[src/hdl/mem_pkg.sv]
`default_nettype none

// Shared types for the memory back end of the pipeline.
package mem_pkg;

    // width of a byte address; 12 bits cover 4 KiB of data memory.
    localparam int addr_w = 12;

    // one data word as it moves through the memory stages.
    typedef logic [31:0] word_t;

    // Access size of a load or store.
    typedef enum logic [1:0] {
        size_byte = 2'd0,
        size_half = 2'd1,
        size_word = 2'd2
    } size_t;

    // Operation kind.
    // op_alu and op_link bypass memory and only pick their writeback value.
    typedef enum logic [1:0] {
        op_alu   = 2'd0,
        op_link  = 2'd1,
        op_load  = 2'd2,
        op_store = 2'd3
    } op_kind_t;

    // destination register index into the 32-entry register file.
    typedef logic [4:0] reg_idx_t;

endpackage

`default_nettype wire

[src/hdl/ram_arbiter.sv]
`timescale 1ns/1ps
`default_nettype none

module ram_arbiter (
    input  wire logic                        clk,
    input  wire logic                        rst_n,
    input  wire logic                        pipe_req_i,
    input  wire logic                        pipe_we_i,
    input  wire logic [mem_pkg::addr_w-3:0]  pipe_addr_i,
    input  wire logic [3:0]                  pipe_be_i,
    input  wire mem_pkg::word_t              pipe_wdata_i,
    output logic                             pipe_gnt_o,
    output logic                             pipe_rvalid_o,
    input  wire logic                        dbg_req_i,
    input  wire logic                        dbg_we_i,
    input  wire logic [mem_pkg::addr_w-3:0]  dbg_addr_i,
    input  wire mem_pkg::word_t              dbg_wdata_i,
    output logic                             dbg_gnt_o,
    output logic                             dbg_rvalid_o,
    output logic                             ram_en_o,
    output logic                             ram_we_o,
    output logic [mem_pkg::addr_w-3:0]       ram_addr_o,
    output logic [3:0]                       ram_be_o,
    output mem_pkg::word_t                   ram_wdata_o
);

    // high when the debug port won the most recent grant.
    logic last_dbg_q;
    logic pipe_rd_q;
    logic dbg_rd_q;

    // on contention the requester that lost last time gets the port.
    assign pipe_gnt_o = pipe_req_i && (!dbg_req_i || last_dbg_q);
    assign dbg_gnt_o  = dbg_req_i && (!pipe_req_i || !last_dbg_q);

    assign ram_en_o    = pipe_gnt_o || dbg_gnt_o;
    assign ram_we_o    = dbg_gnt_o ? dbg_we_i : pipe_we_i;
    assign ram_addr_o  = dbg_gnt_o ? dbg_addr_i : pipe_addr_i;
    assign ram_be_o    = dbg_gnt_o ? 4'b1111 : pipe_be_i;   // debug writes are whole words.
    assign ram_wdata_o = dbg_gnt_o ? dbg_wdata_i : pipe_wdata_i;

    always_ff @(posedge clk, negedge rst_n) begin
        if (!rst_n) begin
            last_dbg_q <= 1'b0;
            pipe_rd_q  <= 1'b0;
            dbg_rd_q   <= 1'b0;
        end else begin
            if (ram_en_o) begin
                last_dbg_q <= dbg_gnt_o;
            end
            // remember whose read is in flight so the data-valid goes back to it.
            pipe_rd_q <= pipe_gnt_o && !pipe_we_i;
            dbg_rd_q  <= dbg_gnt_o && !dbg_we_i;
        end
    end

    assign pipe_rvalid_o = pipe_rd_q;
    assign dbg_rvalid_o  = dbg_rd_q;

    // a requester that loses on contention is served at the next edge if it still asks.
    pipe_waits_once: assert property (@(posedge clk) disable iff (!rst_n)
        pipe_req_i && !pipe_gnt_o |=> !pipe_req_i || pipe_gnt_o);

    dbg_waits_once: assert property (@(posedge clk) disable iff (!rst_n)
        dbg_req_i && !dbg_gnt_o |=> !dbg_req_i || dbg_gnt_o);

endmodule

`default_nettype wire

[config.mk]
export PLATFORM = sky130hd
export DESIGN_NAME = ram_arbiter
export DESIGN_NICKNAME = d
export VERILOG_FILES = /design/src/hdl/mem_pkg.sv /design/src/hdl/ram_arbiter.sv
export SDC_FILE = /design/constraint.sdc
export NUM_CORES = 1
export LEC_CHECK = 0
export CORE_AREA = 4 4 54 56
export CTS_CLUSTER_DIAMETER = 80
export DETAILED_ROUTE_END_ITERATION = 10
export DIE_AREA = 0 0 58 60
export DONT_BUFFER_PORTS = 1
export SLEW_MARGIN = 15
export SYNTH_ARGS = -nofsm -noshare
export SYNTH_HDL_FRONTEND = slang
export SYNTH_SLANG_ARGS = --single-unit
[constraint.sdc]
create_clock -name clk -period 1.5 [get_ports clk]
set_input_delay 0.3 -clock clk [delete_from_list [all_inputs] [get_ports clk]]
set_output_delay 0.3 -clock clk [all_outputs]
set_load 0.01 [all_outputs]
==> results.py <==
metrics = {
    "die": {
        "fp.coreArea_um2": 2430,
        "initial_core_util": 0.289,
        "fp.dieH_um": 60,
        "die_width_um": 58,
        "ioPinCount": 146,
        "die-area_um2": 3480,
        "placementRows": 18,
    },
    "clocking": {
        "clock_latency_ps": 230,
        "htreeDepth": 1,
        "ctsLongestPathBuffers": 2,
        "cts.clk_slew.worst_paths_ps": 30,
        "cts_tree": "done",
        "numCtsBuffers": 3,
        "ctsRootBufferMaster": "clkbuf_4",
        "cts.sinks": 3,
    },
    "synth": {
        "yosys_warnings": 0,
        "synth.distinct_cells": 13,
        "synth.ff_latch_count": 3,
        "netlist.area_leader.share": 0.625,
        "synth.avg_cell_area_um2": 11.2,
        "netlist_area_um2": 703,
        "synth.area.top_cells": "mux2_2 62%, dfrtp_1 11%, mux2_4 8.5%",
        "netlist_instances": 63,
        "yosysTopAreaCell": "mux2_2",
        "ys_seq_area_frac": 0.107,
        "synth_fp_nets": 157,
    },
    "timing": {
        "hold_viol": 0,
        "report.final.slew_viol_count": 0,
        "slew_headroom": 0.851,
        "finalSetupViolCount": 47,
        "rsz0062_at_grt": "yes",
        "tightest_slew_ps": 223,
        "post-route-min-period_ps": 1770,
        "clock_skew_ps": 0.542,
        "fmax_mhz": 566,
        "min_period_over_period": 1.18,
        "fin_ws_ps": -266,
        "holdWs_ps": 132,
    },
    "routing": {
        "ant_nets": 0,
        "post_drt_wl_per_cell_um": 29.7,
        "avgViaCountPerCell": 5.91,
        "drt-total-wl_mm": 3.15,
        "drtIter0Drc": 12,
        "vias": 626,
        "met1_length_um": 958,
        "routed-wl-met2_mm": 1.61,
        "routed.top_layer": "met4",
        "wl_met3_um": 565,
        "drc_errors": 0,
        "drtPass1Iterations": 3,
    },
    "worst_setup_path": {
        "worstPathRequired_ps": 1200,
        "critPathMaxFanout": 7,
        "crit_start": "last_dbg_q",
        "cp.arrival_ps": 1470,
        "cp-start-kind": "flop",
        "critPathCaptureType": "output port",
        "setup.worst_path.class": "reg2out",
        "regToRegStartpoint": "last_dbg_q",
    },
    "layout": {
        "stdcell_area_um2": 1110,
        "fin_util": 0.458,
        "syn_to_final_growth_pct": 58.5,
        "drive_gt1_frac": 0.855,
        "diodes": 0,
        "fin_nets": 171,
    },
    "placement": {
        "place_area_um2": 743,
        "pre_cts_ws_ps": -40.2,
        "portBuffers": 0,
        "gp_congestion": 0.768,
    },
    "global_route": {
        "antenna_found_initial": 0,
        "grt_max_degree": 16,
        "grt_pass1_wl_mm": 3.67,
        "track_usage": 0.147,
        "grt_pass1_vias": 686,
        "grt_overflow": 0,
    },
    "power_and_ir_drop": {
        "netSwitchingPower_uw": 255,
        "vdd_ir_drop_max_mv": 0.460,
        "seqPwrFrac": 0.131,
        "total_power_uw": 743,
        "p_int_uw": 488,
        "clkPwrFrac": 0.187,
        "netSwitchingFraction": 0.343,
        "p_comb_frac": 0.683,
        "powerDensity_nw_per_um2": 666,
        "leakage_uw": 0.000557,
    },
    "run_status": {
        "violations": "setup timing",
        "status": "finished with violations",
    },
    "hold_path": {
        "hp-class": "in2reg",
        "holdCritStartpoint": "dbg_we_i",
    },
    "run": {
        "max-cap-violations": 0,
    },
}
-- metal layers --
layer	track usage	vias to the layer above
met2	0.269	86
met3	0.0842	2
li1	-	256
met5	0	-
met1	0.136	282
met4	0.0497	0
-- sequential cells by signal, indices dropped and copies added, names as in the netlist --
register,count
dbg_rvalid_o,1
pipe_rvalid_o,1
last_dbg_q,1
-- final cells by class --
type / instances / area [µm²]
Fill cell: 236 / 1320
Tap cell: 30 / 37.5
Clock buffer: 4 / 26.3
Multi-Input combinational cell: 54 / 736
Inverter: 1 / 3.75
Sequential cell: 3 / 75.1
Timing Repair Buffer: 14 / 236
-- stage by stage --
step | TNS, ps | cells
after floorplan | 0 | 63
after global placement | -212 | 91
after detailed placement | -954 | 91
after CTS | -10630 | 101
after global routing | -13560 | 106
final | -10800 | 106
-- power by group through the flow --
stage               Clock (µW)  Combinational (µW)  Sequential [µW]
finish                     139                 507             97.0
global route               156                 531             97.7
CTS                        149                 463             96.6
detailed placement           0                 329             97.9
global placement             0                 327             97.0
floorplan                    0                 286             96.8
-- kinds of logic after synthesis --
group                  Yosys count  synth area share
DFF                              3             0.107
muxes                           43             0.710
AOI/OAI and AO/OA                2            0.0374
buffers and inverters            6            0.0694
and+or+nand+nor                  9            0.0765
-- Yosys cell counts --
cell type  number
a21boi_4        1
nor2b_1         1
inv_1           1
mux2_4          4
dfrtp_1         3
buf_6           2
mux2_2         39
and2b_1         1
nor2_1          1
buf_4           3
a21o_1          1
or2_2           5
nor3_1          1
-- layout by cell type, fill, tap and decap left out --
master,count
buf_6,3
nor3_1,1
a21o_1,1
buf_4,3
or2_4,4
dlygate4sd3_1,1
dfrtp_1,3
or2_2,1
and2b_1,1
mux2_4,43
inv_1,1
a21boi_4,1
buf_16,2
buf_12,2
clkbuf_1,1
nor2_1,1
clkbuf_16,3
clkbuf_4,3
nor2b_1,1
-- critical path: stages (launching register included) --
cell and delay, ps:
dfrtp_1 410, a21boi_4 170, buf_4 170, clkbuf_16 160, mux2_4 320
-- worst paths after layout --
| kind | to | slack (ps) | depth (start not counted) |
|---|---|---|---|
| hold reg to reg | last_dbg_q | 670 | 2 |
| max in group asynchronous | last_dbg_q | 1020 | 1 |
| hold / removal | dbg_rvalid_o | 130 | 1 |
| setup reg to reg | dbg_rvalid_o | 370 | 5 |
| setup / recovery | ram_wdata_o[17] | -270 | 4 |
| min in group asynchronous | pipe_rvalid_o | 330 | 1 |
-- what timing repair did --
item | in CTS | in global routing
endpoints found under the hold margin | 3 | 0
gates cloned | 2 | 3
buffers inserted | 3 | 2
resized for setup | 46 | 2
pin swaps | 1 | 2
endpoints found under the setup margin | 47 | 47
hold buffers | 1 | 0
Power figures use the tool's default switching activity.
