## src/hdl/mem_pkg.sv

```systemverilog
`default_nettype none

// Shared types for the memory back end of the pipeline.
package mem_pkg;

    // width of a byte address; 12 bits cover 4 KiB of data memory.
    localparam int addr_w = 12;

    // one data word as it moves through the memory stages.
    typedef logic [31:0] word_t;

    // Access size of a load or store.
    typedef enum logic [1:0] {
        size_byte = 2'd0,
        size_half = 2'd1,
        size_word = 2'd2
    } size_t;

    // Operation kind.
    // op_alu and op_link bypass memory and only pick their writeback value.
    typedef enum logic [1:0] {
        op_alu   = 2'd0,
        op_link  = 2'd1,
        op_load  = 2'd2,
        op_store = 2'd3
    } op_kind_t;

    // destination register index into the 32-entry register file.
    typedef logic [4:0] reg_idx_t;

endpackage

`default_nettype wire

```

## src/hdl/mem_finish.sv

```systemverilog
`timescale 1ns/1ps
`default_nettype none

module mem_finish (
    input  wire logic               clk,
    input  wire logic               rst_n,
    input  wire logic               stall_i,
    input  wire logic               flush_i,
    output logic                    stall_o,
    input  wire logic               iss_valid_i,
    input  wire mem_pkg::op_kind_t  iss_kind_i,
    input  wire mem_pkg::size_t     iss_size_i,
    input  wire logic               iss_signed_i,
    input  wire logic [1:0]         iss_lane_i,
    input  wire mem_pkg::word_t     iss_ex_out_i,
    input  wire mem_pkg::word_t     iss_pc_plus4_i,
    input  wire mem_pkg::reg_idx_t  iss_rd_i,
    input  wire mem_pkg::word_t     rdata_i,
    input  wire logic               rdata_valid_i,
    output logic                    wb_valid_o,
    output mem_pkg::reg_idx_t       wb_rd_o,
    output mem_pkg::word_t          wb_data_o,
    output logic                    fwd_valid_o,
    output mem_pkg::reg_idx_t       fwd_idx_o,
    output mem_pkg::word_t          fwd_data_o,
    output logic                    fwd_data_valid_o
);
    import mem_pkg::*;

    logic         valid_q;
    op_kind_t     kind_q;
    size_t        size_q;
    logic         signed_q;
    logic [1:0]   lane_q;
    word_t        ex_out_q;
    word_t        pc_plus4_q;
    reg_idx_t     rd_q;
    logic         seen_q;
    word_t        data_q;
    logic         is_load;
    logic         data_here;
    word_t        ld_word;
    logic [7:0]   ld_byte;
    logic [15:0]  ld_half;
    word_t        ld_ext;
    word_t        wb_value;

    assign is_load   = valid_q && (kind_q == op_load);
    assign data_here = !is_load || seen_q || rdata_valid_i;
    assign stall_o   = stall_i || !data_here;

    always_ff @(posedge clk, negedge rst_n) begin
        if (!rst_n) begin
            valid_q <= 1'b0;
            seen_q  <= 1'b0;
        end else if (flush_i) begin
            valid_q <= 1'b0;
            seen_q  <= 1'b0;
        end else if (!stall_o) begin
            valid_q <= iss_valid_i;
            seen_q  <= 1'b0;
        end else if (rdata_valid_i) begin
            // load data came in while stall_i holds the stage.
            seen_q <= 1'b1;
        end
    end

    always_ff @(posedge clk) begin
        if (flush_i || !stall_o) begin
            kind_q     <= iss_kind_i;
            size_q     <= iss_size_i;
            signed_q   <= iss_signed_i;
            lane_q     <= iss_lane_i;
            ex_out_q   <= iss_ex_out_i;
            pc_plus4_q <= iss_pc_plus4_i;
            rd_q       <= iss_rd_i;
        end
        // the RAM output may be overwritten by a debug read, so keep a copy.
        if (rdata_valid_i) begin
            data_q <= rdata_i;
        end
    end

    assign ld_word = seen_q ? data_q : rdata_i;
    assign ld_byte = ld_word[lane_q*8 +: 8];
    assign ld_half = lane_q[1] ? ld_word[31:16] : ld_word[15:0];

    always_comb begin
        unique case (size_q)
            size_byte: ld_ext = {{24{signed_q & ld_byte[7]}}, ld_byte};
            size_half: ld_ext = {{16{signed_q & ld_half[15]}}, ld_half};
            default:   ld_ext = ld_word;
        endcase
    end

    always_comb begin
        unique case (kind_q)
            op_load: wb_value = ld_ext;
            op_link: wb_value = pc_plus4_q;
            default: wb_value = ex_out_q;
        endcase
    end

    assign wb_valid_o = valid_q && (kind_q != op_store) && !stall_o && !flush_i;
    assign wb_rd_o    = rd_q;
    assign wb_data_o  = wb_value;

    // Earlier stages see the held result; a pending load asks them to wait.
    assign fwd_valid_o      = valid_q && (kind_q != op_store) && (rd_q != '0);
    assign fwd_idx_o        = rd_q;
    assign fwd_data_o       = wb_value;
    assign fwd_data_valid_o = data_here;

    // the issue stage only sends a read along with the load that wants it.
    rvalid_needs_load: assert property (@(posedge clk) disable iff (!rst_n)
        rdata_valid_i |-> is_load);

endmodule

`default_nettype wire

```

## config.mk

```make
export PLATFORM = sky130hd
export DESIGN_NAME = mem_finish
export DESIGN_NICKNAME = d
export VERILOG_FILES = /design/src/hdl/mem_pkg.sv /design/src/hdl/mem_finish.sv
export SDC_FILE = /design/constraint.sdc
export NUM_CORES = 1
export LEC_CHECK = 0
export BUFFER_PORTS_ARGS = -buffer_cell sky130_fd_sc_hd__buf_4
export CORE_AREA = 5 5 153 82
export DETAILED_ROUTE_END_ITERATION = 10
export DIE_AREA = 0 0 158 87
export GPL_ROUTABILITY_DRIVEN = 0
export PLACE_DENSITY_LB_ADDON = 0.12
export SLEW_MARGIN = 25
export SYNTH_ARGS = -nofsm -noshare
export SYNTH_HDL_FRONTEND = slang
export SYNTH_SLANG_ARGS = --single-unit
```

## constraint.sdc

```tcl
create_clock -name clk -period 3.3 [get_ports clk]
set_input_delay 0 -clock clk [delete_from_list [all_inputs] [get_ports clk]]
set_output_delay 0 -clock clk [all_outputs]
set_load 0.03 [all_outputs]
```

==> parameters.txt <==
Parameter                              Value

Placement
  Number of I/O port buffers    191
  Hpwl dp    11.0 mm
  Placed Instances    678

STA
  Unrepaired setup endpoints after global routing    false
  Transition time at the pin with the least slew margin    867 ps
  Fmax    319 MHz
  Final Hold Viols    0
  Slew Limit Headroom    42.1%
  Layout Skew    12.0 ps
  Total Neg Setup Slack    0 ps
  Tmin final    3130 ps
  Worst Hold Slack    80.8 ps
  Number of pins exceeding their max-slew limit in the final report    0
  Final Cycle Share    94.9%
  Total setup violations reported at the end of the flow    0

Pwr
  Part of the total power dissipated in combinational logic    29.1%
  Leakage power summed over all cells    0.00327 uW
  Switching power summed over all nets    1210 uW
  Sw Ratio    31.4%
  VDD IR-drop max    0.271 mV
  Part of the total power dissipated in the clock network    27.1%
  Relative contribution of sequential cells to total power    43.8%
  Power density over the cells    476 mW/mm^2
  Internal power contribution    2650 uW

Synthesis
  Synth Area per Inst    13.8 um^2
  Register area share after synthesis    61.0%
  Post-Syn Instances    391
  Post-synthesis async set-or-reset flop share    1.82%
  Count of unique library cells instantiated by Yosys    40
  Cell area after synthesis    0.00540 mm^2
  Portion of synthesized cell area occupied by the leading cell type    60.1%
  Number of flip-flops and latches in the synthesized netlist    110
  Cell type contributing the most total cell area after synthesis    edfxtp_1
  Top cells by area, synth    edfxtp_1, buf_4, mux4_2
  Dominant register cell in the synthesized netlist    edfxtp_1
  Syn nets    508
  Number of enable flip-flop cells after synthesis    108
  Number of warning messages in the yosys log    0

Worst setup path
  Critical path type    reg -> out
  Crit path arrival time    3130 ps
  Data required time of the worst path    3300 ps
  Endpoint kind of the worst setup timing path    output port
  Startpoint Class    flop
  Biggest fanout along the worst timing path    16

Finish
  Relative area change from synthesis to final layout    50.2%
  Most frequent standard cell in the layout excluding fill and tap cells    buf_4
  Layout cells sized above 1    39.0%
  Leading cell types in the layout, fill and taps excluded    buf_4, dlygate4sd3_1, edfxtp_1, nand2_1, mux2i_1
  Nets    769
  Antenna cells    0
  Final non-filler cell total    807

Floorplan
  Die Y    87 um
  Placement row count    28
  Std-Cell Core Area    0.0112 mm^2
  Die boundary width    158 um
  Overall die area    0.0137 mm^2
  Starting density of the core    48.0%
  Top-level port count    192

Global route
  First-pass GRT wire length    24.7 mm
  Global-route usage over all layers    23.8%
  Vias in the first global route    4413
  Sum of overflow across all layers after global routing    0
  Maximum number of pins on one net before global-route repair    47
  Antenna violations before repair    0

Clock tree
  Clock-pin transition on the worst setup and hold timing paths    70 ps
  Clock latency at the later pin of the worst-skew pair    350 ps
  Sinks on Clock Net    110
  Htree depth    3
  TritonCTS clock tree    yes
  Total clock buffers created by CTS    9
  Clock Tree Buf Depth    2
  Total setup buffers inserted after CTS    0
  Root Driver    clkbuf_16
  CTS hold repair buffers    113
  CTS resizes    0

Routing
  Mean number of vias per cell    5.40
  Number of detailed-route iterations in the first pass    5
  Remaining number of nets flagged by the antenna check after routing    0
  Number of vias in the routed layout    4358
  Average detailed-routed wire length per instance    20.2 um
  DRC errors left    0
  Initial DRC count    384
  Post-detailed-routing wire length    16.3 mm

Job
  Count of maximum capacitance violations    0

Worst hold path
  Tightest Hold Check Type    in -> reg

Outcome
  Status    complete, no violations
-- cells by family after synthesis --
family,share of synthesized area [%]
mux,11.6
compound gates,11.9
fa+ha+maj,0.696
buf+inv,7.98
simple gates,6.79
flops,61.0
-- state kept, by name (all words and copies together) (netlist names) --
| signal | count |
|---|---|
| fwd_idx_o | 5 |
| valid_q | 1 |
| signed_q | 1 |
| seen_q | 1 |
| kind_q | 2 |
| ex_out_q | 32 |
| pc_plus4_q | 32 |
| size_q | 2 |
| lane_q | 2 |
| data_q | 32 |
-- worst paths after layout --
kind,depth (start not counted),slack (ps),to,startpoint
min in group asynchronous,3,550,seen_q$_DFFE_PN0P_,rst_n
hold reg to reg,2,630,valid_q$_DFFE_PN0N_,valid_q$_DFFE_PN0N_
max in group asynchronous,3,2600,seen_q$_DFFE_PN0P_,rst_n
setup reg to reg,5,1060,pc_plus4_q[24]$_DFFE_PN_,kind_q[0]$_DFFE_PN_
hold / removal,4,80,valid_q$_DFFE_PN0N_,stall_i
setup / recovery,7,170,wb_data_o[28],kind_q[0]$_DFFE_PN_
-- metal layers --
layer	GRT usage, %	part of all wire (%)
met5	0	0
met1	34.6	44
met4	3.79	0.37
met3	6.75	11
met2	36.6	45
-- cells in the mapped netlist, types with 3 or more instances --
cell / n
o22ai_1: 8
a211o_1: 6
mux2_2: 16
inv_1: 4
a21oi_1: 11
o21ai_2: 4
nor4b_1: 6
ha_1: 3
buf_6: 3
mux4_2: 10
a21boi_0: 8
edfxtp_1: 108
o221ai_1: 8
mux2i_1: 22
nor2_1: 20
nand2_1: 34
clkbuf_1: 18
a211oi_1: 8
a221oi_1: 10
o21ai_0: 6
buf_4: 40
nand2b_1: 3
a22oi_1: 6
nand3_1: 3
o211ai_2: 6
-- metrics by stage --
step / area, um^2 / setup WS, ps / power (uW) / utilization (%)
after floorplan: 5400 / 674 / 2380 / -
after global placement: 6690 / 624 / 2720 / 59.5
after detailed placement: 6690 / 553 / 2730 / 59.5
after CTS: 8110 / 164 / 3870 / 72.1
after global routing: 8110 / 28.1 / 4010 / 72.1
final: 8110 / 168 / 3860 / 72.1
-- power groups by stage --
stage,Sequential [uW],Clock [uW],Combinational (uW)
after global placement,1720,0,998
after CTS,1690,1060,1120
after global routing,1700,1120,1190
final,1690,1050,1120
after floorplan,1710,0,670
after detailed placement,1720,0,1010
-- worst max-delay path, stage by stage, from the launching register on --
cell and delay, ps:
edfxtp_1 380, inv_1 60, ha_1 430, nand2b_1 310, or2_2 350, or3b_1 720, o21ai_0 300, buf_4 230
-- area by class of cell --
cell class	instances	area, um^2
clock buffer	9	225
clock inverter	7	56.3
fill	770	3140
inverter	4	15.0
multi-input combinational	213	1680
sequential	110	3290
tap	150	188
timing repair buffer	314	2650
(Power assumes the default switching activity.)
