--- src/hdl/mem_pkg.sv ---
`default_nettype none

// Shared types for the memory back end of the pipeline.
package mem_pkg;

    // width of a byte address; 12 bits cover 4 KiB of data memory.
    localparam int addr_w = 12;

    // one data word as it moves through the memory stages.
    typedef logic [31:0] word_t;

    // Access size of a load or store.
    typedef enum logic [1:0] {
        size_byte = 2'd0,
        size_half = 2'd1,
        size_word = 2'd2
    } size_t;

    // Operation kind.
    // op_alu and op_link bypass memory and only pick their writeback value.
    typedef enum logic [1:0] {
        op_alu   = 2'd0,
        op_link  = 2'd1,
        op_load  = 2'd2,
        op_store = 2'd3
    } op_kind_t;

    // destination register index into the 32-entry register file.
    typedef logic [4:0] reg_idx_t;

endpackage

`default_nettype wire

--- src/hdl/mem_issue.sv ---
`timescale 1ns/1ps
`default_nettype none

module mem_issue (
    input  wire logic                        clk,
    input  wire logic                        rst_n,
    input  wire logic                        op_valid_i,
    input  wire mem_pkg::op_kind_t           op_kind_i,
    input  wire mem_pkg::size_t              op_size_i,
    input  wire logic                        op_signed_i,
    input  wire logic [mem_pkg::addr_w-1:0]  op_addr_i,
    input  wire mem_pkg::word_t              op_wdata_i,
    input  wire mem_pkg::word_t              op_ex_out_i,
    input  wire mem_pkg::word_t              op_pc_plus4_i,
    input  wire mem_pkg::reg_idx_t           op_rd_i,
    input  wire logic                        flush_i,
    input  wire logic                        finish_stall_i,
    input  wire logic                        pipe_gnt_i,
    output logic                             stall_o,
    output logic                             pipe_req_o,
    output logic                             pipe_we_o,
    output logic [mem_pkg::addr_w-3:0]       pipe_word_addr_o,
    output logic [3:0]                       pipe_be_o,
    output mem_pkg::word_t                   pipe_wdata_o,
    output logic                             iss_valid_o,
    output mem_pkg::op_kind_t                iss_kind_o,
    output mem_pkg::size_t                   iss_size_o,
    output logic                             iss_signed_o,
    output logic [1:0]                       iss_lane_o,
    output mem_pkg::word_t                   iss_ex_out_o,
    output mem_pkg::word_t                   iss_pc_plus4_o,
    output mem_pkg::reg_idx_t                iss_rd_o
);
    import mem_pkg::*;

    logic                valid_q;
    op_kind_t            kind_q;
    size_t               size_q;
    logic                signed_q;
    logic [addr_w-1:0]   addr_q;
    word_t               wdata_q;
    word_t               ex_out_q;
    word_t               pc_plus4_q;
    reg_idx_t            rd_q;
    logic                is_mem;

    assign is_mem = valid_q && (kind_q == op_load || kind_q == op_store);

    // the stage holds while the finish stage is busy or the RAM port went elsewhere.
    assign stall_o = valid_q && (finish_stall_i || (is_mem && !pipe_gnt_i));

    always_ff @(posedge clk, negedge rst_n) begin
        if (!rst_n) begin
            valid_q <= 1'b0;
        end else if (flush_i) begin
            valid_q <= 1'b0;
        end else if (!stall_o) begin
            valid_q <= op_valid_i;
        end
    end

    always_ff @(posedge clk) begin
        if (!stall_o) begin
            kind_q     <= op_kind_i;
            size_q     <= op_size_i;
            signed_q   <= op_signed_i;
            addr_q     <= op_addr_i;
            wdata_q    <= op_wdata_i;
            ex_out_q   <= op_ex_out_i;
            pc_plus4_q <= op_pc_plus4_i;
            rd_q       <= op_rd_i;
        end
    end

    // Only ask for the RAM when the finish stage can take the result next edge.
    assign pipe_req_o       = is_mem && !finish_stall_i && !flush_i;
    assign pipe_we_o        = (kind_q == op_store);
    assign pipe_word_addr_o = addr_q[addr_w-1:2];

    always_comb begin
        unique case (size_q)
            size_byte: begin
                pipe_be_o    = 4'b0001 << addr_q[1:0];
                pipe_wdata_o = {4{wdata_q[7:0]}};
            end
            size_half: begin
                pipe_be_o    = addr_q[1] ? 4'b1100 : 4'b0011;
                pipe_wdata_o = {2{wdata_q[15:0]}};
            end
            size_word: begin
                pipe_be_o    = 4'b1111;
                pipe_wdata_o = wdata_q;
            end
            default: begin
                pipe_be_o    = 4'b0000;
                pipe_wdata_o = wdata_q;
            end
        endcase
    end

    assign iss_valid_o    = valid_q && !stall_o;
    assign iss_kind_o     = kind_q;
    assign iss_size_o     = size_q;
    assign iss_signed_o   = signed_q;
    assign iss_lane_o     = addr_q[1:0];
    assign iss_ex_out_o   = ex_out_q;
    assign iss_pc_plus4_o = pc_plus4_q;
    assign iss_rd_o       = rd_q;

    // a store must reach the RAM with at least one byte lane enabled.
    store_has_lanes: assert property (@(posedge clk) disable iff (!rst_n)
        pipe_req_o && pipe_we_o |-> pipe_be_o != 4'b0000);

endmodule

`default_nettype wire

--- config.mk ---
export PLATFORM = sky130hd
export DESIGN_NAME = mem_issue
export DESIGN_NICKNAME = d
export VERILOG_FILES = /design/src/hdl/mem_pkg.sv /design/src/hdl/mem_issue.sv
export SDC_FILE = /design/constraint.sdc
export NUM_CORES = 1
export LEC_CHECK = 0
export ABC_AREA = 0
export BUFFER_PORTS_ARGS = -buffer_cell sky130_fd_sc_hd__buf_2
export CELL_PAD_IN_SITES_DETAIL_PLACEMENT = 1
export CELL_PAD_IN_SITES_GLOBAL_PLACEMENT = 1
export CORE_MARGIN = 1.5
export CORE_UTILIZATION = 31
export CTS_BUF_LIST = sky130_fd_sc_hd__clkbuf_4
export DETAILED_ROUTE_END_ITERATION = 12
export PLACE_DENSITY = 0.81
export SYNTH_ARGS = -nofsm -noshare
export SYNTH_HDL_FRONTEND = slang
export SYNTH_SLANG_ARGS = --single-unit
--- constraint.sdc ---
create_clock -name clk -period 5.9 [get_ports clk]
set_clock_uncertainty 0.05 [all_clocks]
set_input_delay 0.295 -clock clk [delete_from_list [all_inputs] [get_ports clk]]
set_output_delay 0.295 -clock clk [all_outputs]
set_load 0.01 [all_outputs]
==> reports/results.ini, run 1 <==
[run_status]
run_status = finished, final reports clean

[critical_path]
worst_setup_path_start_kind = flop
critPathArrivalTime_ns = 2.31
crit_chain = nor2b_1 -> o21ai_4 -> buf_4 -> inv_1 -> buf_2
crit_path_max_fanout = 76
crit_type = flop to output port
critPathMaxStageDelay_ns = 0.73
crit_slowest_cell = buf_4
required_ns = 5.56
ff2ff_setup_slack_ns = 3.46
cp-end-kind = output port

[timing]
finalMaxSlewViolations = 0
hold_viol = 0
fin_crit_sh_pct = 45.03
maxSlewHeadroom_pct = 36.05
finalCriticalPeriod_ns = 2.657
rsz0062_at_grt = no
max_clock_freq_mhz = 376.4
fin_setup_tns_ns = 0
setup_viol = 0
worst_pin_slew_ns = 0.9592

[grt]
antenna_found_initial = 0
grt_pass1_wl_microns = 21740
track_usage_pct = 21.22
grt_pass1_vias = 3779
grt_max_degree = 77
gr-total-overflow = 0

[synthesis]
synth_top_area_share_pct = 85.97
synth-seq-cells = 119
ys_seq_area_share_pct = 86.58
syn_nets = 315
ys_top_cells_by_area = edfxtp_1 86%, mux2_2 4.4%, mux2i_1 2.4%
synth_cell_type_count = 19
synth_area_per_cell_sq_um = 21.58
synth_area_leader_cell = edfxtp_1
synth_cells = 191
yosysWarnings = 0
syn_area_sq_mm = 0.004121

[cts]
cts_tree = done
htreeDepth = 4
numCtsBuffers = 17
max-clock-path-buffers = 2
post_cts_buffers = 0
root_buffer = clkbuf_4
cts_sinks = 119
clk_pin_slew_worst_paths_ns = 0.12
clock_latency_ns = 0.51

[floorplanning]
initial_core_util_pct = 32.27
die_y_microns = 118.3
die-area_sq_mm = 0.01400
rows = 41
core_area_sq_mm = 0.01277
io_pins = 250
die_w_microns = 118.3

[route]
vias_per_cell = 4.353
drt_iter0_drc = 163
drc = 0
wl_microns = 14530
wl_per_cell_microns = 19.22
vias = 3291
drt_first_pass_iters = 4
ant_nets = 0

[final_layout]
drive_gt1_share_pct = 51.37
area_growth_pct = 69.64
fillers = 1326
nets = 695
fin_util_pct = 54.74
final_common_cell = buf_2
n_antenna_cell = 0
final_cell_mix = 249 x buf_2, 122 x dlygate4sd3_1, 118 x edfxtp_1, 17 x clkbuf_4, 16 x mux2_2

[place]
io_buffers = 249
hpwl_microns = 8347
gp_congestion = 0.7652

[pwr]
seqPwrFrac_pct = 55.8
p_leak_nw = 3.062
irDropWorstVdd_uv = 232.8
switching_share_pct = 26.56
p_int_mw = 1.362
comb_power_share_pct = 15.5
clock_power_share_pct = 28.7
p_per_area_mw_per_mm2 = 265.3
p_switching_uw = 492.6

[job]
cap_viol_max_count = 0

[hold_path]
hold_class = input pin to flop

==> cells in the mapped netlist, drive strengths merged <==
cell type / number
inv: 3
o21ai: 11
nor2b: 1
a21oi: 5
dfrtp: 1
mux2: 16
nor2: 1
nor4bb: 1
edfxtp: 118
buf: 13
nand2b: 1
mux2i: 10
and2: 1
nand2: 8
nor3b: 1
==> worst max-delay path: cells and delay by family (launching register included) <==
kind,cells,cell delay (ns)
buf+inv,3,0.97
flops,1,0.44
simple gates,1,0.20
compound gates,1,0.14
==> power groups by stage <==
stage / clock (mW) / combinational, mW / sequential [mW]
2_1_floorplan: 0 / 0.0736 / 1.07
3_3_place_gp: 0 / 0.210 / 1.04
3_5_place_dp: 0 / 0.217 / 1.05
4_1_cts: 0.548 / 0.281 / 1.03
5_1_grt: 0.590 / 0.307 / 1.04
6_report: 0.533 / 0.288 / 1.03
==> worst paths after layout <==
check	start	to	cells past startpoint
worst max-delay path	iss_kind_o[1]$_DFFE_PN_	stall_o	5
worst min-delay path	op_pc_plus4_i[16]	iss_pc_plus4_o[16]$_DFFE_PN_	2
worst max register to register	iss_kind_o[1]$_DFFE_PN_	valid_q$_DFFE_PN0P_	5
worst min register to register	valid_q$_DFFE_PN0P_	wdata_q[23]$_DFFE_PN_	2
max in group asynchronous	rst_n	valid_q$_DFFE_PN0P_	3
min in group asynchronous	rst_n	valid_q$_DFFE_PN0P_	3
==> registers in the layout, indices dropped and copies added (netlist names) <==
name / cells
wdata_q: 32
addr_q: 12
iss_signed_o: 1
iss_rd_o: 5
iss_ex_out_o: 32
iss_pc_plus4_o: 32
valid_q: 1
iss_size_o: 2
iss_kind_o: 2
==> cells by family (layout without fill, tap and decap cells) <==
logic type,after synthesis,count (layout),synth area share [%]
buffers and inverters,16,409,2.793
DFF,119,119,86.58
AOI/OAI and AO/OA,16,16,1.943
and+or+nand+nor,14,14,1.883
muxes,26,26,6.800
==> metal layers <==
metal | vias up | share of wire, % | GRT usage, %
met5 | - | 0 | 0
met1 | 1603 | 36 | 20.98
li1 | 1496 | - | -
met4 | 0 | 1.1 | 6.707
met3 | 16 | 7.6 | 8.639
met2 | 176 | 56 | 39.97
==> through the flow <==
step / std cells / setup WS, ns / cell area (sq um) / power, mW / hold WS [ns]
after global routing: 756 / 2.938 / 6992 / 1.937 / 0.3411
after floorplan: 191 / 1.461 / 4125 / 1.143 / -0.05059
after detailed placement: 602 / 3.788 / 5513 / 1.266 / 0.02354
after CTS: 756 / 3.182 / 6992 / 1.859 / 0.3608
final: 756 / 3.243 / 6992 / 1.855 / 0.4121
after global placement: 602 / 3.908 / 5513 / 1.255 / 0.02092
==> timing repair <==
item,4_1_cts,5_1_grt
resized for setup,0,0
hold buffers,122,0
endpoints found under the hold margin,120,0
endpoints found under the setup margin,0,0
==> area by class of cell <==
cell class	count	area, sq um	area share, %
multi-input combinational	56	449.2	6.424
clock buffer	17	127.6	1.825
tap	172	215.2	3.078
sequential	119	3568	51.04
timing repair buffer	374	2490	35.61
inverter	3	11.26	0.1611
clock inverter	15	130.1	1.861
Power figures use the tool's default switching activity.
==> run 2, diff against run 1 <==
- clock period: 5.9 -> 2.3 ns (I/O delays scaled with it)
==> run 2 against run 1 <==
- critical endpoint unchanged
- critical path type unchanged
- highest routed layer unchanged
- core utilization up 0.87 points
- final area rose by 1.6%
- non-clock buffer count grew 7
- sequential cell count unchanged
==> reports/results.ini, run 2 (synthesis results as in run 1) <==
[route]
wl_per_cell_microns = 20.28  ; +5.5%
wl_microns = 15480  ; +6.5%
ant_nets = 0  ; unchanged
vias_per_cell = 4.431  ; +1.8%
vias = 3381  ; +2.7%
drt_iter0_drc = 133  ; -18%
drc = 0  ; unchanged
drt_first_pass_iters = 4  ; unchanged

[floorplanning]
die-area_sq_mm = 0.01400  ; unchanged
core_area_sq_mm = 0.01277  ; unchanged
rows = 41  ; unchanged
die_y_microns = 118.3  ; unchanged
initial_core_util_pct = 32.27  ; unchanged
die_w_microns = 118.3  ; unchanged
io_pins = 250  ; unchanged

[cts]
cts_tree = done
clock_latency_ns = 0.53  ; +0.02 ns
numCtsBuffers = 17  ; unchanged
htreeDepth = 4  ; unchanged
root_buffer = clkbuf_4
max-clock-path-buffers = 2  ; unchanged
clk_pin_slew_worst_paths_ns = 0.12  ; about the same
cts_sinks = 119  ; unchanged

[final_layout]
final_cell_mix = 249 x buf_2, 122 x dlygate4sd3_1, 118 x edfxtp_1, 20 x clkbuf_4, 16 x mux2_2
area_growth_pct = 72.34
nets = 702  ; +1.0%
drive_gt1_share_pct = 51.95  ; +0.58 points
n_antenna_cell = 0  ; unchanged
final_common_cell = buf_2

[hold_path]
hold_depth = 3  ; +1
hp-start = finish_stall_i
hold_end = iss_rd_o[2]$_DFFE_PN_
hold_class = input pin to flop

[grt]
gr-total-overflow = 0  ; unchanged
grt_max_degree = 44  ; -43%
track_usage_pct = 22.64  ; +1.4 points
grt_pass1_wl_microns = 22820  ; +5.0%
grt_pass1_vias = 3904  ; +3.3%
antenna_found_initial = 0  ; unchanged

[critical_path]
critPathArrivalTime_ns = 1.91  ; -0.40 ns
crit_path_max_fanout = 43  ; -43%
rr_worst_depth = 5  ; unchanged
required_ns = 2.13  ; -3.43 ns
ff2ff_setup_slack_ns = 0.31  ; -3.15 ns
worst_setup_path_start_kind = flop
r2r-start = iss_kind_o[1]$_DFFE_PN_
crit_chain = nor2b_4 -> o21ai_4 -> buf_12 -> inv_1 -> buf_2
crit_type = flop to output port
cp-end-kind = output port
critPathMaxStageDelay_ns = 0.45  ; -0.28 ns
crit_slowest_cell = edfxtp_1
reg2reg_to = valid_q$_DFFE_PN0P_

[timing]
finalCriticalPeriod_ns = 2.076
rsz0062_at_grt = no
max_clock_freq_mhz = 481.6
fin_ws_ns = 0.2236  ; -3.019 ns
fin_crit_sh_pct = 90.28
hold_viol = 0  ; unchanged
setup_viol = 0  ; unchanged
finalMaxSlewViolations = 0  ; unchanged
fin_setup_tns_ns = 0  ; unchanged
hold_ws_ns = 0.1673  ; -0.2448 ns
maxSlewHeadroom_pct = 77.48  ; +41 points
worst_pin_slew_ns = 0.3379  ; -0.6214 ns

[place]
io_buffers = 249  ; unchanged
dpl_worst_slack_ns = 0.5448  ; -3.244 ns
gp_congestion = 0.8324  ; +8.8%
hpwl_microns = 8590  ; +2.9%

[job]
cap_viol_max_count = 0  ; unchanged

[run_status]
run_status = finished, final reports clean

[pwr]
irDropWorstVdd_uv = 348.2  ; +50%
p_per_area_mw_per_mm2 = 701.8  ; +160%
p_leak_nw = 3.139  ; +2.5%

## run 2: cell types whose count changed in the layout (fill, tap and decap cells not counted), sizes merged
cell,previous run,this run
clkinvlp,4,1
clkbuf,17,20
bufinv,1,3
inv,6,3
buf,252,259
clkinv,7,8
## run 2: layout make-up
cell class / instances / area [sq um]
clock inverters: 12 / 133.9
well taps: 172 / 215.2
clock buffers: 20 / 150.1
multi-input cells: 56 / 456.7
inverters: 3 / 11.26
repair buffers: 381 / 2567
flip-flops and latches: 119 / 3568
fillers: 1322 / 5670
## run 2: worst max path at each step
stage                            end  cells after the start  slack (ns)                     from
2_1_floorplan    addr_q[0]$_DFFE_PN_                      2       -0.74  iss_kind_o[1]$_DFFE_PN_
3_3_place_gp   iss_rd_o[3]$_DFFE_PN_                      3        0.61  iss_kind_o[1]$_DFFE_PN_
3_5_place_dp     addr_q[1]$_DFFE_PN_                      3        0.54  iss_kind_o[1]$_DFFE_PN_
4_1_cts             pipe_wdata_o[11]                      3        0.25  iss_size_o[1]$_DFFE_PN_
5_1_grt                      stall_o                      5        0.11  iss_kind_o[1]$_DFFE_PN_
6_report                     stall_o                      5        0.22  iss_kind_o[1]$_DFFE_PN_
## run 2: power breakdown
group          switching, mW  total (mW)  internal, mW
Sequential            0.0761        2.65          2.57
Combinational          0.373       0.775         0.401
Clock                  0.795        1.56         0.769
## run 2: metrics by stage
stage | area (sq um) | std cells | total power [mW] | utilization, %
after floorplan | 4140 | 191 | 2.930 | -
after global placement | 5590 | 608 | 3.235 | 43.77
after detailed placement | 5590 | 608 | 3.263 | 43.77
after CTS | 7103 | 763 | 4.963 | 55.61
after global routing | 7103 | 763 | 5.166 | 55.61
final | 7103 | 763 | 4.985 | 55.61
## run 2: routing by layer
| layer | up-vias | global-route usage, % | wire length (microns) |
|---|---|---|---|
| met1 | 1632 | 21.81 | 5398 |
| met5 | - | 0 | 0 |
| met3 | 32 | 9.122 | 1312 |
| li1 | 1513 | - | - |
| met2 | 204 | 41.86 | 8311 |
| met4 | 0 | 10.37 | 452 |
## run 2: worst max-delay path, delay by kind of cell, from the launching register on
family          cells  cell delay, ns
buf+inv             3            0.52
flops               1            0.45
compound gates      1            0.23
simple gates        1            0.17
## run 2: what timing repair did
action                                 in CTS  in global routing
resized for setup                           0                  0
endpoints found under the hold margin     120                  0
hold buffers                              122                  0
setup buffers                               1                  0
setup endpoints to repair                   1                  0
==> run 3, diff against run 2 <==
- CORE_ASPECT_RATIO: unset -> 1.2
==> run 3 against run 2 <==
- cell count is 1.4% lower
- maximum frequency increased by 0.86%
- clock power decreased by 5%
- final area is 0.69% lower
- die area hardly changed
==> reports/results.ini, run 3 (synthesis results as in run 1) <==
[cts]
cts_sinks = 119  ; unchanged
numCtsBuffers = 17  ; unchanged
cts_tree = done
max-clock-path-buffers = 2  ; unchanged
root_buffer = clkbuf_4
clk_pin_slew_worst_paths_ns = 0.11  ; about the same
htreeDepth = 4  ; unchanged
post_cts_buffers = 0  ; -1
clock_latency_ns = 0.50  ; -0.03 ns

[route]
wl_per_cell_microns = 17.98  ; -11%
vias_per_cell = 4.313  ; -2.7%
drt_first_pass_iters = 4  ; unchanged
ant_nets = 0  ; unchanged
wl_microns = 13520  ; -13%
vias = 3243  ; -4.1%
drc = 0  ; unchanged
drt_iter0_drc = 117  ; -12%

[critical_path]
worst_setup_path_start_kind = flop
required_ns = 2.13  ; about the same
critPathArrivalTime_ns = 1.89  ; -0.02 ns
crit_type = flop to output port
cp-end-kind = output port
crit_path_max_fanout = 63  ; +47%

[timing]
finalCriticalPeriod_ns = 2.059  ; -0.01776 ns
finalMaxSlewViolations = 0  ; unchanged
hold_viol = 0  ; unchanged
setup_viol = 0  ; unchanged
worst_pin_slew_ns = 0.4454  ; +0.1075 ns
maxSlewHeadroom_pct = 69.90  ; -7.6 points
max_clock_freq_mhz = 485.8  ; +0.86%
fin_crit_sh_pct = 89.51  ; -0.77 points
fin_setup_tns_ns = 0  ; unchanged
hold_ws_ns = 0.1806  ; +0.01326 ns
rsz0062_at_grt = no

[final_layout]
fillers = 1315  ; -0.53%
nets = 696  ; -0.85%
instances_no_fill = 752  ; -1.4%
area_growth_pct = 71.16
final_common_cell = buf_2
final_cell_mix = 249 x buf_2, 122 x dlygate4sd3_1, 118 x edfxtp_1, 17 x clkbuf_4, 16 x mux2_2
drive_gt1_share_pct = 51.62  ; -0.32 points

[grt]
grt_pass1_vias = 3627  ; -7.1%
grt_max_degree = 64  ; +45%
track_usage_pct = 19.61  ; -3.0 points
antenna_found_initial = 2  ; +2
gr-total-overflow = 0  ; unchanged
grt_pass1_wl_microns = 19720  ; -14%

[place]
io_buffers = 249  ; unchanged
gp_congestion = 0.7151  ; -14%
hpwl_microns = 8097  ; -5.7%
place_inst = 595  ; -2.1%

[floorplanning]
die_w_microns = 108.3  ; -8.5%
die-area_sq_mm = 0.01400  ; about the same
io_pins = 250  ; unchanged
die_y_microns = 129.3  ; +9.3%
core_area_sq_mm = 0.01284  ; +0.50%
initial_core_util_pct = 32.11  ; -0.16 points
rows = 45  ; +9.8%

[hold_path]
hold_class = input pin to flop

[run_status]
run_status = finished, final reports clean

[pwr]
switching_share_pct = 25.71  ; +0.75 points
p_int_mw = 3.609  ; -3.5%
p_leak_nw = 3.093  ; -1.5%
p_switching_mw = 1.249  ; +0.40%
power_mw = 4.858  ; -2.5%
clock_power_share_pct = 30.4  ; -1.0 points
p_per_area_mw_per_mm2 = 688.7  ; -1.9%
comb_power_share_pct = 15.3  ; -0.2 points
seqPwrFrac_pct = 54.3  ; +1.2 points
irDropWorstVdd_uv = 543.1  ; +56%

[job]
cap_viol_max_count = 0  ; unchanged

## run 3: changes by cell type in the layout (fill, tap and decap cells not counted)
cell and change:
inv_6 +2, clkinv_1 -1, clkinv_2 -4, clkinvlp_4 +3, bufinv_16 -1, buf_4 -6
clkbuf_4 -3, diode_2 +3, clkinv_4 +4
## run 3: power by group through the flow
stage	logic (mW)	clock network, mW	registers (mW)
after floorplan	0.191	0	2.74
after CTS	0.733	1.53	2.63
after global routing	0.795	1.61	2.66
after global placement	0.550	0	2.67
after detailed placement	0.569	0	2.68
final	0.743	1.48	2.64
## run 3: layer usage
metal  track usage [%]  wire [microns]
met1             19.56            4756
met3             6.992            1026
met5                 0               0
met2             36.60            7528
met4             8.050             214
## run 3: worst max-delay path: stages (launching register included)
cell and delay (ns):
edfxtp_1 0.45, nor2b_4 0.17, o21ai_4 0.21, buf_12 0.33, inv_1 0.07, buf_2 0.14
## run 3: path summary, 6_finish.rpt
check,from,to,depth (start not counted),slack (ns)
min in group asynchronous,rst_n,valid_q$_DFFE_PN0P_,3,0.39
setup / recovery,iss_kind_o[1]$_DFFE_PN_,stall_o,5,0.24
setup reg to reg,iss_kind_o[1]$_DFFE_PN_,valid_q$_DFFE_PN0P_,5,0.31
max in group asynchronous,rst_n,valid_q$_DFFE_PN0P_,3,1.71
hold / removal,finish_stall_i,iss_kind_o[0]$_DFFE_PN_,3,0.18
hold reg to reg,valid_q$_DFFE_PN0P_,iss_kind_o[0]$_DFFE_PN_,2,0.90
## run 3: timing repair
item,4_1_cts,5_1_grt
hold buffers,122,0
endpoints found under the setup margin,0,0
gates resized for setup,0,0
hold endpoints to repair,120,0
## run 3: stage by stage
| step | instance area (sq um) | util (%) | setup slack (ns) |
|---|---|---|---|
| 6_report | 7054 | 54.95 | 0.2413 |
| 4_1_cts | 7047 | 54.89 | 0.1723 |
| 3_5_place_dp | 5543 | 43.18 | 0.7634 |
| 3_3_place_gp | 5543 | 43.18 | 0.8239 |
| 2_1_floorplan | 4140 | - | -0.7391 |
| 5_1_grt | 7052 | 54.93 | 0.08623 |
## run 3: layout make-up
type | instances | area [sq um] | share of cell area (%)
well taps | 164 | 205.2 | 2.909
inverters | 3 | 11.26 | 0.1596
repair buffers | 375 | 2522 | 35.76
multi-input cells | 56 | 456.7 | 6.474
clock inverters | 15 | 155.1 | 2.199
clock buffers | 17 | 127.6 | 1.809
flip-flops and latches | 119 | 3568 | 50.59
diodes | 3 | 7.507 | 0.1064
